===== src/inst_fetch.sv =====
`timescale 1ns/1ps

module inst_fetch (
	input  logic clk,
	input  logic rst_n,
	input  logic inst_req,
	input  logic [31:0] inst,
	output logic inst_ack,
	output logic dec_valid,
	output logic [31:0] dec_inst
);

	typedef enum logic {
		st_idle,
		st_ack
	} state_t;

	state_t state;
	logic accept;

	// a new word is taken only from the idle state, so a held req is ignored
	assign accept = (state == st_idle) && inst_req;
	assign inst_ack = (state == st_ack);

	always_ff @(posedge clk or negedge rst_n) begin
		if (!rst_n) begin
			state <= st_idle;
			dec_valid <= 1'b0;
		end else begin
			dec_valid <= accept;
			case (state)
				st_idle: begin
					if (inst_req) begin
						state <= st_ack;
					end
				end
				st_ack: begin
					// wait for the source to drop req
					if (!inst_req) begin
						state <= st_idle;
					end
				end
				default: state <= st_idle;
			endcase
		end
	end

	always_ff @(posedge clk) begin
		if (accept) begin
			dec_inst <= inst;
		end
	end

endmodule


===== config.mk =====
export PLATFORM = sky130hd
export DESIGN_NAME = inst_fetch
export DESIGN_NICKNAME = d
export VERILOG_FILES = /design/src/inst_fetch.sv
export SDC_FILE = /design/constraint.sdc
export NUM_CORES = 1
export LEC_CHECK = 0
export ABC_AREA = 1
export BUFFER_PORTS_ARGS = -buffer_cell sky130_fd_sc_hd__buf_2
export CORE_MARGIN = 1
export CORE_UTILIZATION = 35
export CTS_CLUSTER_DIAMETER = 80
export DETAILED_ROUTE_END_ITERATION = 8
export GPL_TIMING_DRIVEN = 0
export PLACE_DENSITY = 0.69
export REMOVE_ABC_BUFFERS = 1
export SYNTH_ARGS = -nofsm -noshare
export SYNTH_HDL_FRONTEND = slang
export SYNTH_SLANG_ARGS = --single-unit

===== constraint.sdc =====
create_clock -name clk -period 1.9 [get_ports clk]
set_input_delay 0.285 -clock clk [delete_from_list [all_inputs] [get_ports clk]]
set_output_delay 0.285 -clock clk [all_outputs]
set_load 0.05 [all_outputs]

; ---- Word level (Yosys, flattened, before mapping)
; Index checks and enable logic that the tools add are counted.
[totals]
regBits = 34
inputBits = 35
output_inout_bits = 34
elab_cells = 6
[classes]
n_mux = 1
bitwise = 1
reduce_logical = 1
[ops]
columns = cell, count
row1 = 1-bit logical AND, 1
row2 = 1-bit 2-to-1 mux, 1
row3 = 1-bit NOT, 1

; ---- Depth between registers and ports, before layout
[depth]
depth_word = 2
mapped_depth = 2
mapped_depth_nobuf = 2

; ---- Worst setup path before layout
; No wires, ideal clock.
[synth_timing]
kind = register to register
start = reg state, in the netlist inst_ack
end = reg dec_inst[0], enable pin
setup_ns = 0.396
arrival_time_ns = 1.513
required_time_ns = 1.504
path_slack_ns = -0.009
path_stages_with_launch = 2
n_path_buf = 0
period_less_slack_ns = 1.909
cell_sequence = dfrtp_1 nor2_2
[synth_via]
elab_chain_len = 2
[synth_lines]
columns = element, line
row1 = start: declaration, 18  ; state_t state;
row2 = start signal: assignment, 27  ; state <= st_idle;
row3 = start signal: assignment, 34  ; state <= st_ack;
row4 = start signal: assignment, 40  ; state <= st_idle;
row5 = 1-bit NOT, 22  ; assign accept = (state == st_idle) && inst_req;
row6 = 1-bit logical AND, 22
row7 = via accept, 19  ; logic accept;
row8 = end signal: assignment, 50  ; dec_inst <= inst;
row9 = end: declaration, 10  ; output logic [31:0] dec_inst
; The timed path passes the listed nets, and every way through them passes these cells.
; A chain may end at the register's enable or synchronous reset.

; ---- Worst setup path after layout
[layout_timing]
start = reg state, in the netlist inst_ack
end = reg dec_inst[19], enable pin
; Same word-level chain as after synthesis.

==> results_dict.tcl <==
set metrics [dict create \
    die_area_sq_um 3137 \
    clk_sinks 34 \
    core_area_sq_um 2758 \
    die_y_microns 56.01 \
    overflow 0 \
    setup.worst_path.class "flop to flop" \
    dr_total_vias 615 \
    finalHoldViolCount 0 \
    ff2ff_path_depth 2 \
    tritoncts_buffers 5 \
    grt_max_degree 22 \
    post-dp-hpwl_microns 1266 \
    unrepaired_setup_endpoints_after_global_routing "no" \
    cellPowerDensity_nw_per_um2 1031 \
    post_synth_inst_count 36 \
    final_antenna_net_count 0 \
    clkSlewWorstSetupHoldPaths_ns 0.10 \
    die_w_microns 56.01 \
    netlist-cell-type-count 4 \
    h_tree_depth 2 \
    via_count_of_the_first_global_routing_pass 614 \
    row_count 19 \
    rrSetupSlack_ns 0.38 \
    num_antenna_cells 0 \
    timing.max_slew.rel_slack_pct 49.94 \
    power_leakage_nw 0.6541 \
    synth.yosys.seq_area_share_pct 99.02 \
    ctsResizeCount 0 \
    cts_buffer_depth 2 \
    ys_top_cells_by_area "sky130_fd_sc_hd__edfxtp_1 94%, sky130_fd_sc_hd__dfrtp_1 4.9%, sky130_fd_sc_hd__nor2_2 0.61%, sky130_fd_sc_hd__inv_1 0.37%" \
    critical_path_peak_fanout 21 \
    ir_drop_v 0.0007684 \
    ff_latch_area_sq_um 1011 \
    worst_pin_slew_ns 0.7501 \
    gp_routability_congestion 0.6601 \
    reg2reg_to "dec_inst[19]" \
    synth-seq-cells 34 \
    crit_arrival_ns 1.56 \
    top_level_ports 69 \
    holdCritStartpoint "inst_req" \
    critical_path_rt_ns 1.94 \
    area_growth_pct 48.90 \
    ys.warnings.count 0 \
    finalSetupTns_ns 0 \
    result_of_the_run "finished clean" \
    place.port_buffers 68 \
    initial_core_util_pct 37.02 \
    drt_iter0_markers 11 \
    yosysTopAreaCell "sky130_fd_sc_hd__edfxtp_1" \
    hold-path-cell-count 1 \
    postRouteWirelength_microns 1737 \
    timing.final.setup_violations 0 \
    timing_max_transition_violations_final 0 \
    netlist_area_sq_um 1021 \
    timing.final.crit_period_ns 1.522 \
    grt_pass1_wl_microns 2677 \
    reg_to_reg_critical_path_startpoint "inst_ack" \
    fmax_mhz 656.9 \
    fin_skew_ns 0.008998 \
    drt-vias-per-instance 4.241 \
    final_cell_count_no_fill 145 \
    yosysTopAreaCellShare_pct 94.12 \
    drive_above_1_share_pct 68.42 \
    cap_violations 0 \
    layout.filler_cells 245 \
    critical_path.endpoint_type "flop" \
    multi_input_combinational_cell_area_sq_um 6.256 \
    final.period_utilization_pct 80.12 \
    worst_skew_pair.late_latency_ns 0.33 \
    detail_route.first_pass.iterations 2 \
    tritoncts "built" \
    drc 0 \
    min_delay_worst_endpoint "inst_ack" \
    synth.avg_cell_area_sq_um 28.36 \
    final_nets 148 \
    wl_per_cell_microns 11.98 \
    groute.usage.overall_pct 12.30 \
    antenna_violations_before_repair 0 \
    clock-root-buffer "sky130_fd_sc_hd__clkbuf_4" \
    timing.hold.worst.class "input pin to flop" \
    placed_cells 136 \
    crit_path_start_kind "flop" \
]
## how the worst max path moves through the flow
stage                     startpoint           end  slack (ns)  depth (start not counted)
after floorplan             inst_ack   dec_inst[0]      -0.009                          1
after global placement      inst_req  dec_inst[28]       -0.01                          3
after detailed placement    inst_req   dec_inst[6]        0.34                          4
after CTS                   inst_ack  dec_inst[19]        0.34                          2
after global routing        inst_ack  dec_inst[19]        0.26                          2
final                       inst_ack  dec_inst[19]        0.38                          2
## cells by family (layout without fill, tap and decap cells)
logic type	after synthesis	count (layout)	share of synthesized area [%]
buffers and inverters	1	79	0.3673
flip-flops	34	34	99.02
AND/OR/NAND/NOR	1	1	0.6131
## per-stage QoR
stage                     power (mW)  hold slack (ns)  util, %  area (sq um)  setup slack (ns)
final                          1.567          0.07722    55.13          1520            0.3778
after global routing           1.628          0.04779    55.13          1520            0.2642
after CTS                      1.590          0.05277    55.13          1520            0.3406
after detailed placement       1.068          0.07182    51.77          1428            0.3376
after global placement         1.058          0.06940    50.77          1400         -0.009825
after floorplan               0.9983         -0.01059        -          1021         -0.009346
## layer usage
metal | wire length, microns | global-route usage, %
met1 | 649 | 11.89
met3 | 240 | 9.535
met2 | 835 | 18.88
met5 | 0 | 0
met4 | 12 | 6.272
## critical path, cell delays in order, from the launching register on
cell and delay, ns:
sky130_fd_sc_hd__dfrtp_1 0.40, sky130_fd_sc_hd__nor2_2 0.60, sky130_fd_sc_hd__buf_16 0.24
## synthesized netlist by cell type (all sizes together)
master	number
inv	1
dfrtp	2
nor2	1
edfxtp	32
## what timing repair did
item                                   4_1_cts  5_1_grt
setup buffers                                0        0
hold buffers                                 1        0
endpoints found under the hold margin        2        0
## power by group
group / leakage (nW) / switching [mW] / internal [mW]
Combinational: 0.292 / 0.138 / 0.0509
Clock: 0.0374 / 0.240 / 0.276
Sequential: 0.325 / 0.00656 / 0.855
## final cells by class
| cell class | count | area share, % |
|---|---|---|
| clock buffer | 5 | 2.469 |
| inverter | 1 | 0.2469 |
| timing repair buffer | 70 | 24.86 |
| tap | 31 | 2.551 |
| sequential | 34 | 66.50 |
| multi-input combinational | 1 | 0.4115 |
| clock inverter | 3 | 2.963 |
## sequential cells by signal, indices dropped and copies added (netlist names)
register,cells
dec_valid,1
dec_inst,32
inst_ack,1
## cell usage in the layout, fill, tap and decap left out, drive strengths merged
cell,n
dlygate4sd3,1
dfrtp,2
inv,1
edfxtp,32
clkinvlp,2
clkbuf,5
bufinv,1
buf,69
nor2,1
(Power assumes the default switching activity.)
