<file path="src/rv_pkg.sv">
package rv_pkg;

	// datapath width
	localparam int xlen = 64;

	// data memory depth in doublewords, and its index width
	localparam int dmem_words = 64;
	localparam int dmem_aw = $clog2(dmem_words);

	// major opcodes of the supported subset
	localparam logic [6:0] op_reg = 7'b0110011;
	localparam logic [6:0] op_imm = 7'b0010011;
	localparam logic [6:0] op_lui = 7'b0110111;
	localparam logic [6:0] op_load = 7'b0000011;
	localparam logic [6:0] op_store = 7'b0100011;

	typedef enum logic [3:0] {
		alu_add,
		alu_sub,
		alu_sll,
		alu_slt,
		alu_sltu,
		alu_xor,
		alu_srl,
		alu_sra,
		alu_or,
		alu_and,
		// lui passes the U immediate straight through
		alu_pass_b
	} alu_op_t;

	// everything the execute stage needs from decode
	typedef struct packed {
		logic [4:0] rs1_idx;
		logic [4:0] rs2_idx;
		logic [xlen-1:0] rs1_val;
		logic [xlen-1:0] rs2_val;
		logic [xlen-1:0] imm;
		logic [4:0] rd;
		alu_op_t alu_op;
		logic alu_src_imm;
		logic reg_write;
		logic mem_read;
		logic mem_write;
	} ex_payload_t;

	// ALU result plus what the memory and writeback need
	typedef struct packed {
		logic [xlen-1:0] result;
		logic [xlen-1:0] store_data;
		logic [4:0] rd;
		logic reg_write;
		logic mem_read;
		logic mem_write;
	} res_payload_t;

endpackage

</file>
<file path="src/decode_stage.sv">
`timescale 1ns/1ps

module decode_stage import rv_pkg::*; (
	input  logic dec_valid,
	input  logic [31:0] dec_inst,
	output logic [4:0] rf_raddr1,
	output logic [4:0] rf_raddr2,
	input  logic [xlen-1:0] rf_rdata1,
	input  logic [xlen-1:0] rf_rdata2,
	output logic ex_valid,
	output ex_payload_t ex_data
);

	logic [6:0] opcode;
	logic [2:0] funct3;
	logic funct7_5;
	logic [4:0] rd;
	logic [4:0] rs1;
	logic [4:0] rs2;
	logic [xlen-1:0] imm_i;
	logic [xlen-1:0] imm_s;
	logic [xlen-1:0] imm_u;

	// funct3 to ALU op, shared by the register and immediate forms
	function automatic alu_op_t alu_decode(input logic [2:0] f3, input logic alt,
		input logic is_reg);
		alu_op_t op;
		case (f3)
			3'b000: op = (alt && is_reg) ? alu_sub : alu_add;
			3'b001: op = alu_sll;
			3'b010: op = alu_slt;
			3'b011: op = alu_sltu;
			3'b100: op = alu_xor;
			3'b101: op = alt ? alu_sra : alu_srl;
			3'b110: op = alu_or;
			default: op = alu_and;
		endcase
		return op;
	endfunction

	assign opcode = dec_inst[6:0];
	assign rd = dec_inst[11:7];
	assign funct3 = dec_inst[14:12];
	assign rs1 = dec_inst[19:15];
	assign rs2 = dec_inst[24:20];
	assign funct7_5 = dec_inst[30];

	assign imm_i = {{(xlen-12){dec_inst[31]}}, dec_inst[31:20]};
	assign imm_s = {{(xlen-12){dec_inst[31]}}, dec_inst[31:25], dec_inst[11:7]};
	assign imm_u = {{(xlen-32){dec_inst[31]}}, dec_inst[31:12], 12'b0};

	assign rf_raddr1 = rs1;
	assign rf_raddr2 = rs2;
	assign ex_valid = dec_valid;

	always_comb begin
		// unknown encodings fall through with every control bit clear
		ex_data = '0;
		ex_data.rs1_idx = rs1;
		ex_data.rs2_idx = rs2;
		ex_data.rs1_val = rf_rdata1;
		ex_data.rs2_val = rf_rdata2;
		ex_data.rd = rd;
		ex_data.alu_op = alu_add;
		case (opcode)
			op_reg: begin
				ex_data.alu_op = alu_decode(funct3, funct7_5, 1'b1);
				ex_data.reg_write = 1'b1;
			end
			op_imm: begin
				ex_data.imm = imm_i;
				ex_data.alu_op = alu_decode(funct3, funct7_5, 1'b0);
				ex_data.alu_src_imm = 1'b1;
				ex_data.reg_write = 1'b1;
			end
			op_lui: begin
				ex_data.imm = imm_u;
				ex_data.alu_op = alu_pass_b;
				ex_data.alu_src_imm = 1'b1;
				ex_data.reg_write = 1'b1;
			end
			op_load: begin
				// only ld, narrower loads are treated as illegal
				if (funct3 == 3'b011) begin
					ex_data.imm = imm_i;
					ex_data.alu_src_imm = 1'b1;
					ex_data.reg_write = 1'b1;
					ex_data.mem_read = 1'b1;
				end
			end
			op_store: begin
				if (funct3 == 3'b011) begin
					ex_data.imm = imm_s;
					ex_data.alu_src_imm = 1'b1;
					ex_data.mem_write = 1'b1;
				end
			end
			default: ;
		endcase
	end

endmodule

</file>
<file path="config.mk">
export PLATFORM = sky130hd
export DESIGN_NAME = decode_stage
export DESIGN_NICKNAME = d
export VERILOG_FILES = /design/src/rv_pkg.sv /design/src/decode_stage.sv
export SDC_FILE = /design/constraint.sdc
export NUM_CORES = 1
export LEC_CHECK = 0
export BUFFER_PORTS_ARGS = -buffer_cell sky130_fd_sc_hd__buf_2
export CAP_MARGIN = 20
export CORE_AREA = 4 4 147 149
export DETAILED_ROUTE_END_ITERATION = 10
export DIE_AREA = 0 0 151 153
export PLACE_DENSITY = 0.38
export SYNTH_ARGS = -nofsm -noshare
export SYNTH_HDL_FRONTEND = slang
export SYNTH_SLANG_ARGS = --single-unit
</file>
<file path="constraint.sdc">
create_clock -name vclk -period 2.2
set_input_delay 0.33 -clock vclk [all_inputs]
set_output_delay 0.33 -clock vclk [all_outputs]
set_load 0.02 [all_outputs]
</file>
# Word-level counts from Yosys, hierarchy flattened
# Cells that the tools add are included.
[op_classes]
muxes = 14
reduce_logical = 3
n_eq_ne = 11
[ops]
columns = ["op", "n"]
rows = [
  ["$pmux W64 S4", 1],
  ["$mux W64", 2],
  ["$pmux W4 S7", 2],
  ["$eq A7 B6 Y1 const B", 3],
  ["$pmux W4 S3", 1],
  ["$eq A3 B3 Y1 const B", 3],
  ["$eq A7 B2 Y1 const B", 1],
  ["$eq A7 B5 Y1 const B", 1],
  ["$eq A3 B2 Y1 const B", 2],
  ["$mux W1", 5],
  ["$eq A3 B1 Y1 const B", 1],
  ["$logic_not A3 Y1", 1],
  ["$mux W3", 1],
  ["$pmux W1 S3", 1],
  ["$reduce_or A3 Y1", 1],
  ["$pmux W1 S2", 1],
  ["$reduce_or A2 Y1", 1],
]
[totals]
register_bits = 0
input_bits = 161
out_inout_bits = 226

# Longest topological paths before layout
[depth]
word_depth = 3
mapped_depth = 5
mapped_depth_nobuf = 3

# Worst setup path before layout
# OpenSTA, ideal clock, no wires.
[synth_timing]
path_type = "in2out"
start = "in dec_inst[13]"
end = "out ex_data[45] (netlist bit)"
required_ns = 1.870
arrival_time_ns = 2.530
slack_ns = -0.660
stages = 5
cell_sequence = "buf_2 -> nand4bb_4 -> a311oi_1 -> and2_1 -> buf_4"
[synth_lines]
columns = ["item", "line_no", "text"]
rows = [
  ["start, declared", "decode_stage.sv:5", "input logic [31:0] dec_inst,"],
  ["end, declared", "decode_stage.sv:11", "output ex_payload_t ex_data"],
]

==> run metrics <==
Worst slew margin=0.775; min cycle time layout=2.01 ns; Initial DRC Count=85; Yosys top cell by area=buf_4; Crit. End Element=output port; routed vias=1284; Seq/Total Area, Yosys=0; Synth area leaders=buf_4 (70%), a21o_1 (7.2%), a2111oi_4 (2.8%), a22o_1 (2.2%), and2_1 (2.2%); fin crit share=0.911; worst min path class=input port to output port; crit path kind=input port to output port; Power Dens Cells=106 nW/µm²; CP Data Arrival Time=1.68 ns; IO buf count=129; Hold Path Stages=0; post-synth cell types=28; Psw=110 µW; hold_sp=rf_rdata2[6]; sequential cells=0; Hold EP=ex_data[83]; share of power burned in combinational logic=1.000; Antenna Cells=0; CP delay by family, top=simple AND/OR/NAND/NOR gates; Ys Warns=0; Final WS setup=0.195 ns; CP most frequent cell=buf_2; Top-Level Pins=387; commonest non-fill, non-tap cell in the layout=buf_2; P_leak=0.00102 µW; setup TNS=0 ns; switching fraction of total power=0.643; register area=0 µm²; Clock Buffer Count=0; vias in the first global route=1207; Fill cells=between 2000 and 2500; initial antenna violation count=0; First-pass DRT Iterations=4; Place WS=0.172 ns; CP Max Fanout=33; Yosys top cell area share=0.701; Remaining DRCs=0; final setup violation count=0; status=completed; Worst Path Buf+Inv=2; DP Wirelength=5090 µm; post-DR vias/cell=approximately 2.7; Routed WL per cell=12.4 µm; core region area=roughly 20000 µm²; Critical Path, Cell by Cell=buf_2 -> nand4bb_4 -> a311oi_2 -> and2_4 -> buf_2; first-pass GRT wire length=7890 µm; post-CTS sizing=0; Clk pwr share=0; max_cap viols=0; CP Launch Type=input port; crit-path max cell delay=0.38 ns; mapped cell area=about 2000 µm²; die area=~23000 µm²; num rows=between 50 and 60; NumNets Final=368; gr usage total=0.0442; grt total ovfl=0; CTS hold repair buffers=0; Sequential Power Share=0; Final Hold Vio Count=0; Post-Synthesis Cells=262; share of layout cells above drive strength 1=0.717; post-route ant nets=0; die span in x=roughly 150 µm; number of setup buffers added after CTS=0; Worst IR Drop VDD=0.0000321 V; final wirelength=5890 µm; Final Slew Violations=0; P_int=61.4 µW; Max Fclk=499 MHz; unrepaired setup endpoints after global routing=false; die span in y=153 µm; Layout area overhead=-18.5%; CP required=1.87 ns; worst slew pin tran=0.336 ns; RePlAce Congestion=0.636; Starting Density=0.0987; Mapped Nets=423; largest net degree at the start of global routing=34; Avg Cell Area, Syn=7.60 µm²; Worst path slowest cell=a311oi_2; most frequent cells in the layout=buf_2 (129), a21o_1 (19), and2_1 (6), buf_4 (6)
## area by class of cell
type               instances  area [µm²]  area share
multi-input cells         63         534       0.329
well taps                270         338       0.208
inverters                  5        18.8      0.0116
repair buffers           137         731       0.451
## layer usage
layer / part of all wire / vias up / track usage
met2: 0.44 / 117 / 0.0727
li1: - / 545 / -
met3: 0.15 / 64 / 0.0145
met4: 0.098 / 0 / 0.0397
met1: 0.31 / 558 / 0.0438
met5: 0 / - / 0
## how the worst max path moves through the flow
stage	start	to	slack, ns	cells after the start
detailed placement	dec_inst[4]	ex_data[57]	0.17	5
global placement	dec_inst[4]	ex_data[57]	0.19	5
global route	dec_inst[13]	ex_data[55]	0.08	5
floorplan	dec_inst[13]	ex_data[45]	0.07	5
finish	dec_inst[4]	ex_data[57]	0.19	5
CTS	dec_inst[4]	ex_data[57]	0.17	5
## through the flow
step / total power [µW] / utilization / hold slack, ns / cell area [µm²] / std cells
final: 172 / 0.0804 / 0.660 / 1620 / 475
after global routing: 188 / 0.0804 / 0.660 / 1620 / 475
after CTS: 175 / 0.0804 / 0.660 / 1620 / 475
after detailed placement: 174 / 0.0804 / 0.660 / 1620 / 475
after global placement: 176 / 0.0804 / 0.660 / 1620 / 475
after floorplan: 470 / - / 0.773 / 2000 / 262
## kinds of logic after synthesis
kind of cell           share of synthesized area
buffers and inverters                      0.740
and+or+nand+nor                           0.0968
AOI/OAI and AO/OA                          0.163
## cells in the mapped netlist
cell type  number
buf_2           5
and2_1          7
a41o_1          1
nand4bb_4       1
a2111oi_4       2
nor2_1          3
buf_4         186
o21ai_0         3
and3_1          1
nand2_1         2
a21o_1         19
a211oi_1        2
nor4b_1         1
inv_1           5
a21boi_0        1
a21oi_1         2
nand2b_1        3
a311oi_1        1
and4_1          1
or2_2           1
a31o_2          1
nor4_1          1
nor4_2          2
o21a_1          1
nand3b_2        1
buf_6           3
nand4bb_1       1
a22o_1          5
## power groups by stage
stage / clock network, µW / logic [µW] / registers (µW)
CTS: 0 / 175 / 0
detailed placement: 0 / 174 / 0
global route: 0 / 188 / 0
finish: 0 / 172 / 0
floorplan: 0 / 470 / 0
global placement: 0 / 176 / 0
No activity file was read; power rests on OpenSTA's default activity.
