--- src/rv_pkg.sv ---
package rv_pkg;

	// datapath width
	localparam int xlen = 64;

	// data memory depth in doublewords, and its index width
	localparam int dmem_words = 64;
	localparam int dmem_aw = $clog2(dmem_words);

	// major opcodes of the supported subset
	localparam logic [6:0] op_reg = 7'b0110011;
	localparam logic [6:0] op_imm = 7'b0010011;
	localparam logic [6:0] op_lui = 7'b0110111;
	localparam logic [6:0] op_load = 7'b0000011;
	localparam logic [6:0] op_store = 7'b0100011;

	typedef enum logic [3:0] {
		alu_add,
		alu_sub,
		alu_sll,
		alu_slt,
		alu_sltu,
		alu_xor,
		alu_srl,
		alu_sra,
		alu_or,
		alu_and,
		// lui passes the U immediate straight through
		alu_pass_b
	} alu_op_t;

	// everything the execute stage needs from decode
	typedef struct packed {
		logic [4:0] rs1_idx;
		logic [4:0] rs2_idx;
		logic [xlen-1:0] rs1_val;
		logic [xlen-1:0] rs2_val;
		logic [xlen-1:0] imm;
		logic [4:0] rd;
		alu_op_t alu_op;
		logic alu_src_imm;
		logic reg_write;
		logic mem_read;
		logic mem_write;
	} ex_payload_t;

	// ALU result plus what the memory and writeback need
	typedef struct packed {
		logic [xlen-1:0] result;
		logic [xlen-1:0] store_data;
		logic [4:0] rd;
		logic reg_write;
		logic mem_read;
		logic mem_write;
	} res_payload_t;

endpackage

--- src/reg_file.sv ---
`timescale 1ns/1ps

module reg_file import rv_pkg::*; (
	input  logic clk,
	input  logic rst_n,
	input  logic [4:0] raddr1,
	input  logic [4:0] raddr2,
	input  logic we,
	input  logic [4:0] waddr,
	input  logic [xlen-1:0] wdata,
	output logic [xlen-1:0] rdata1,
	output logic [xlen-1:0] rdata2
);

	logic [xlen-1:0] regs [32];

	always_ff @(posedge clk or negedge rst_n) begin
		if (!rst_n) begin
			for (int i = 0; i < 32; i++) begin
				regs[i] <= '0;
			end
		end else if (we && waddr != 5'd0) begin
			regs[waddr] <= wdata;
		end
	end

	// write-through, so decode sees a value retiring in the same cycle
	assign rdata1 = (raddr1 == 5'd0) ? '0 :
		(we && waddr == raddr1) ? wdata : regs[raddr1];
	assign rdata2 = (raddr2 == 5'd0) ? '0 :
		(we && waddr == raddr2) ? wdata : regs[raddr2];

endmodule

--- config.mk ---
export PLATFORM = sky130hd
export DESIGN_NAME = reg_file
export DESIGN_NICKNAME = d
export VERILOG_FILES = /design/src/rv_pkg.sv /design/src/reg_file.sv
export SDC_FILE = /design/constraint.sdc
export NUM_CORES = 2
export LEC_CHECK = 0
export ABC_AREA = 0
export BUFFER_PORTS_ARGS = -buffer_cell sky130_fd_sc_hd__buf_2
export CAP_MARGIN = 20
export CORE_MARGIN = 3
export CORE_UTILIZATION = 40
export CTS_CLUSTER_DIAMETER = 50
export DETAILED_ROUTE_END_ITERATION = 8
export PLACE_DENSITY = 0.62
export SLEW_MARGIN = 20
export SYNTH_ARGS = -nofsm -noshare
export SYNTH_HDL_FRONTEND = slang
export SYNTH_SLANG_ARGS = --single-unit
--- constraint.sdc ---
create_clock -name clk -period 4.8 [get_ports clk]
set_input_delay 0 -clock clk [delete_from_list [all_inputs] [get_ports clk]]
set_output_delay 0 -clock clk [all_outputs]
set_load 0.005 [all_outputs]
# After elaboration in Yosys (flattened, before gate mapping)
# Cells that the tools add are included.
word_totals:
  ff_bits: 2048
  in_bits: 82
  wordCells: 61
classes:
  magnitude_cmp: 4
  n_eq_ne: 2
  mux: 13
  bitwise_logic: 3
  n_reduce_logical: 7
ops:
  columns: ["cell", "count"]
  rows:
  - ["2048-bit bitwise mux", 1]
  - ["64-bit binary-select mux with 5-bit select", 2]
  - ["64-bit 2-to-1 mux", 9]
  - ["64-bit demux with 5-bit select", 1]
  - ["6-bit greater-or-equal comparator, second input constant", 3]
  - ["5-bit inverter with 6-bit output", 3]
  - ["5-bit equality test", 2]
  - ["5-bit zero test", 2]
  - ["6-bit by 1-bit less-than comparator with 1-bit output, second input constant", 1]
  - ["5-bit nonzero test", 1]
  - ["1-bit logical AND", 4]

# Longest topological paths before layout
logic_depth:
  depth_word: 6
  mapped_depth: 10

# Worst setup path after synthesis
# OpenSTA, ideal clock, no wires.
synth_timing:
  kind: "input to register"
  start: "in waddr[0]"
  end: "reg regs[718] in the netlist's numbering"
  setup_ps: 125
  arrival_time_ps: 1570
  required_ps: 4675
  setup_slack_ps: 3105
  stages: 7
  path_buffers: 4
  path_cell_list: "buf_2 -> or3b_1 -> clkbuf_1 -> nor2_1 -> buf_2 -> buf_4 -> mux2_2"
synth_between:
  elab_chain_len: 6
synth_rtl:
  columns: ["item", "line", "source"]
  rows:
  - ["from (decl)", "reg_file.sv:9", "input logic [4:0] waddr,"]
  - ["5-bit inverter with 6-bit output (not written as such)", "reg_file.sv:23", "regs[waddr] <= wdata;"]
  - ["6-bit greater-or-equal comparator (not written as such) or 6-bit by 1-bit less-than comparator with 1-bit output (tied branches)", "reg_file.sv:23", null]
  - ["1-bit logical AND (not written as such)", "reg_file.sv:23", null]
  - ["64-bit 2-to-1 mux (not written as such)", "reg_file.sv:23", null]
  - ["64-bit demux with 5-bit select", "reg_file.sv:23", null]
  - ["2048-bit bitwise mux", "reg_file.sv:23", null]
  - ["to (signal, indexed assignment)", "reg_file.sv:23", null]
  - ["to (decl)", "reg_file.sv:15", "logic [xlen-1:0] regs [32];"]
# Several ways; a longest one is shown, not always the timed one.
# A chain may end at the register's enable or synchronous reset.

# Final worst setup path
layout_timing:
  start: "in raddr2[4]"
  end: "out rdata2[44]"
layout_between:
  elab_chain_len: 6
layout_rtl:
  columns: ["item", "line", "source"]
  rows:
  - ["from (decl)", "reg_file.sv:7", "input logic [4:0] raddr2,"]
  - ["5-bit inverter with 6-bit output (not written as such)", "reg_file.sv:31", "(we && waddr == raddr2) ? wdata : regs[raddr2];"]
  - ["64-bit binary-select mux with 5-bit select", "reg_file.sv:31", null]
  - ["64-bit 2-to-1 mux (not written as such) (2 in a row)", "reg_file.sv:31", null]
  - ["64-bit 2-to-1 mux", "reg_file.sv:31", null]
  - ["64-bit 2-to-1 mux (*)", "reg_file.sv:30", "assign rdata2 = (raddr2 == 5'd0) ? '0 :"]
  - ["to (decl)", "reg_file.sv:12", "output logic [xlen-1:0] rdata2"]
# Every way passes the cells marked *; elsewhere a longest branch is shown, timed or not. The select of a mux whose other input is x is not followed.

==> results.sh <==
export IMPL_cts_resized=0
export IMPL_clock_sinks=2048
export IMPL_area_growth_pct=11.53
export IMPL_hold_class="primary input to asynchronous set/reset pin"
export IMPL_cap_violations=0
export IMPL_nets=7357
export IMPL_syn_nets=7463
export IMPL_synth_top_family_by_area="multiplexers"
export IMPL_grt_pass1_vias=74560
export IMPL_period_share_pct=78.43
export IMPL_syn_avg_cell_area_um2=14.82
export IMPL_synth_top_cell_area_share_pct=46.85
export IMPL_clk_pin_slew_worst_paths_ns=0.06
export IMPL_grt_start_max_net_pins=163
export IMPL_floorplan_die_area_um2=279800
export IMPL_synthSimpleGateAreaFrac_pct=1.771
export IMPL_synth_common_cells="2048 x dfrtp_1, 1993 x mux2_2, 870 x mux4_2"
export IMPL_r2r_start="regs[1236]"
export IMPL_dieHeight_um=528.9
export IMPL_post_cts_buffers=0
export IMPL_detail_route_wl_per_cell_um=36.67
export IMPL_p_leak_nw=52.74
export IMPL_synth_edff_count=0
export IMPL_rsz0062_at_grt="false"
export IMPL_dpl_worst_slack_ns=1.122
export IMPL_synth_xor_xnor_area_share_pct=0.08007
export IMPL_nFillCells=23810
export IMPL_synth_top_cell_by_area="dfrtp_1"
export IMPL_r2r_worst_path_cells=1
export IMPL_postCtsHoldBufs=75
export IMPL_synth_top_flop_cell="dfrtp_1"
export IMPL_dp_hpwl_um=237400
export IMPL_slew_violations=0
export IMPL_yosysMostFrequentCell="dfrtp_1"
export IMPL_endpoint_kind="output pin"
export IMPL_cp_data_arrival_time_ns=3.76
export IMPL_first_pass_iters=8
export IMPL_required_ns=4.80
export IMPL_cts_buffers=227
export IMPL_synth_warnings=0
export IMPL_status="finished, final reports clean"
export IMPL_skew_ns=0
export IMPL_slew_headroom_pct=16.88
export IMPL_drc=0
export IMPL_regMostFlops="regs"
export IMPL_seqPwrFrac_pct=44.6
export IMPL_ys_seq_area_share_pct=46.85
export IMPL_multi_input_area_um2=54170
export IMPL_syn_inst=7381
export IMPL_place_congestion=0.8620
export IMPL_ant_nets=0
export IMPL_setup_ws_ns=1.035
export IMPL_die_w_um=528.9
export IMPL_grt_antenna_before_repair=23
export IMPL_core_region_area_um2=271500
export IMPL_ioPinCount=210
export IMPL_critPathKind="primary input to output pin"
export IMPL_netSwitchingFraction_pct=28.35
export IMPL_overflow=0
export IMPL_power_share_clock_pct=34.7
export IMPL_setup_reg_to_reg_worst_slack_ns=3.97
export IMPL_startpoint_type="primary input"
export IMPL_synth_seq_cells=2048
export IMPL_fmaxAchievable_mhz=265.6
export IMPL_setup_viol=0
export IMPL_largest_reg_flops=2048
export IMPL_initial_utilization_pct=40.29
export IMPL_grt_pass1_wl_um=575700
export IMPL_crit_fanout=40
export IMPL_synth_adder_area_share_pct=0
export IMPL_cts_tree="built"
export IMPL_routed_via_density=6.671
export IMPL_routed_wl_um=404800
export IMPL_synth_distinct_cells=70
export IMPL_peakVddDrop_v=0.0003009
export IMPL_reg_largest_list="regs (2048)"
export IMPL_tightest_slew_ns=1.247
export IMPL_synth_area_top_cells="dfrtp_1 47%, mux2_2 21%, mux4_2 18%"
export IMPL_drive_above_1_share_pct=50.44
export IMPL_synth_compound_area_share_pct=5.128
export IMPL_register_area_um2=51250
export IMPL_clock_latency_ns=0.90
export IMPL_portBuffers=209
export IMPL_post_route_min_period_ns=3.765
export IMPL_switching_power_mw=14.62
export IMPL_h_tree_depth=4
export IMPL_grt_usage_pct=28.49
export IMPL_yosys_mux_area_fraction_pct=42.17
export IMPL_drt_iter0_drc=8581
export IMPL_powerDensity_nw_per_um2=422.5
export IMPL_clockBufferDepth=4
export IMPL_synth_area_um2=109400
export IMPL_clockRootBuffer="clkbuf_16"
export IMPL_finalHoldViolCount=0
export IMPL_rows=191
export IMPL_r2r_end="regs[1236]"
export IMPL_setup_tns_ns=0
export IMPL_synthArstFlopShare_pct=100.0
export IMPL_p_comb_share_pct=20.7
export IMPL_vias=73640
export IMPL_p_int_mw=36.93
-- area by class of cell --
cell class	count	share of cell area, %
flip-flops and latches	2048	42.01
well taps	3570	3.661
repair buffers	531	3.730
diodes	15	0.03077
clock inverters	82	0.7231
clock buffers	327	5.424
multi-input cells	4461	44.40
inverters	6	0.01846
-- how the worst max path moves through the flow --
| stage | start | depth (start not counted) | slack (ns) | end |
|---|---|---|---|---|
| floorplan | waddr[0] | 7 | 3.10 | regs[718] |
| global placement | raddr1[2] | 8 | 0.92 | rdata1[16] |
| detailed placement | raddr2[4] | 7 | 1.12 | rdata2[44] |
| CTS | raddr1[2] | 9 | 1.12 | rdata1[37] |
| global route | raddr1[2] | 9 | 1.08 | rdata1[37] |
| finish | raddr2[4] | 7 | 1.04 | rdata2[44] |
-- cell families (layout without fill, tap and decap cells) --
logic type,count (synthesis),in the layout
XOR/XNOR,10,10
multiplexers,3263,3263
other,0,15
AO/OA/AOI/OAI,795,795
AND/OR/NAND/NOR,393,393
flip-flops,2048,2048
buffers and inverters,872,946
-- critical path, cell delays in order --
cell,delay (ns)
buf_2,0.70
or2_4,0.67
or4_4,0.89
buf_4,0.48
o21ai_0,0.18
a21oi_1,0.51
buf_2,0.23
-- through the flow --
step                      util (%)  cell area, µm²  power (mW)  hold slack, ns  std cells
final                        44.94          122000       51.55         0.06401      11040
after global routing         44.92          122000       53.38          0.1027      11030
after CTS                    44.92          122000       51.52         0.06127      11020
after detailed placement     41.88          113700       33.66          0.1606      10540
after global placement       41.85          113600       33.19          0.1446      10540
after floorplan                  -          109400       30.01         -0.2956       7381
-- layer usage --
metal | part of all wire, % | vias to the layer above | track usage [%]
li1 | - | 28450 | -
met5 | 0.035 | - | 0
met2 | 46 | 4016 | 44.06
met4 | 6.2 | 22 | 15.36
met3 | 8.7 | 1065 | 6.231
met1 | 39 | 40100 | 37.49
-- power groups by stage --
stage	sequential (mW)	combinational [mW]	clock [mW]
6_report	23.0	10.6	17.9
5_1_grt	23.3	11.3	18.8
4_1_cts	22.9	10.6	18.1
3_5_place_dp	23.2	10.5	0
3_3_place_gp	22.9	10.3	0
2_1_floorplan	22.3	7.70	0
-- placed cells by master, fill, tap and decap left out, types with 38 or more instances in the layout --
cell,instances
clkinv_2,49
dlygate4sd3_1,74
nor3_1,38
mux4_2,870
mux2i_1,328
o21ai_0,70
clkbuf_16,228
a22oi_1,68
mux2_1,72
a22o_1,51
buf_2,200
a221oi_1,61
nand2_1,56
a21oi_1,110
dfrtp_1,2048
buf_12,62
a211oi_1,38
o22ai_1,198
clkbuf_8,55
nor2_1,128
mux2_2,1993
buf_4,186
o221ai_1,52
clkbuf_1,45
(Power assumes the default switching activity.)
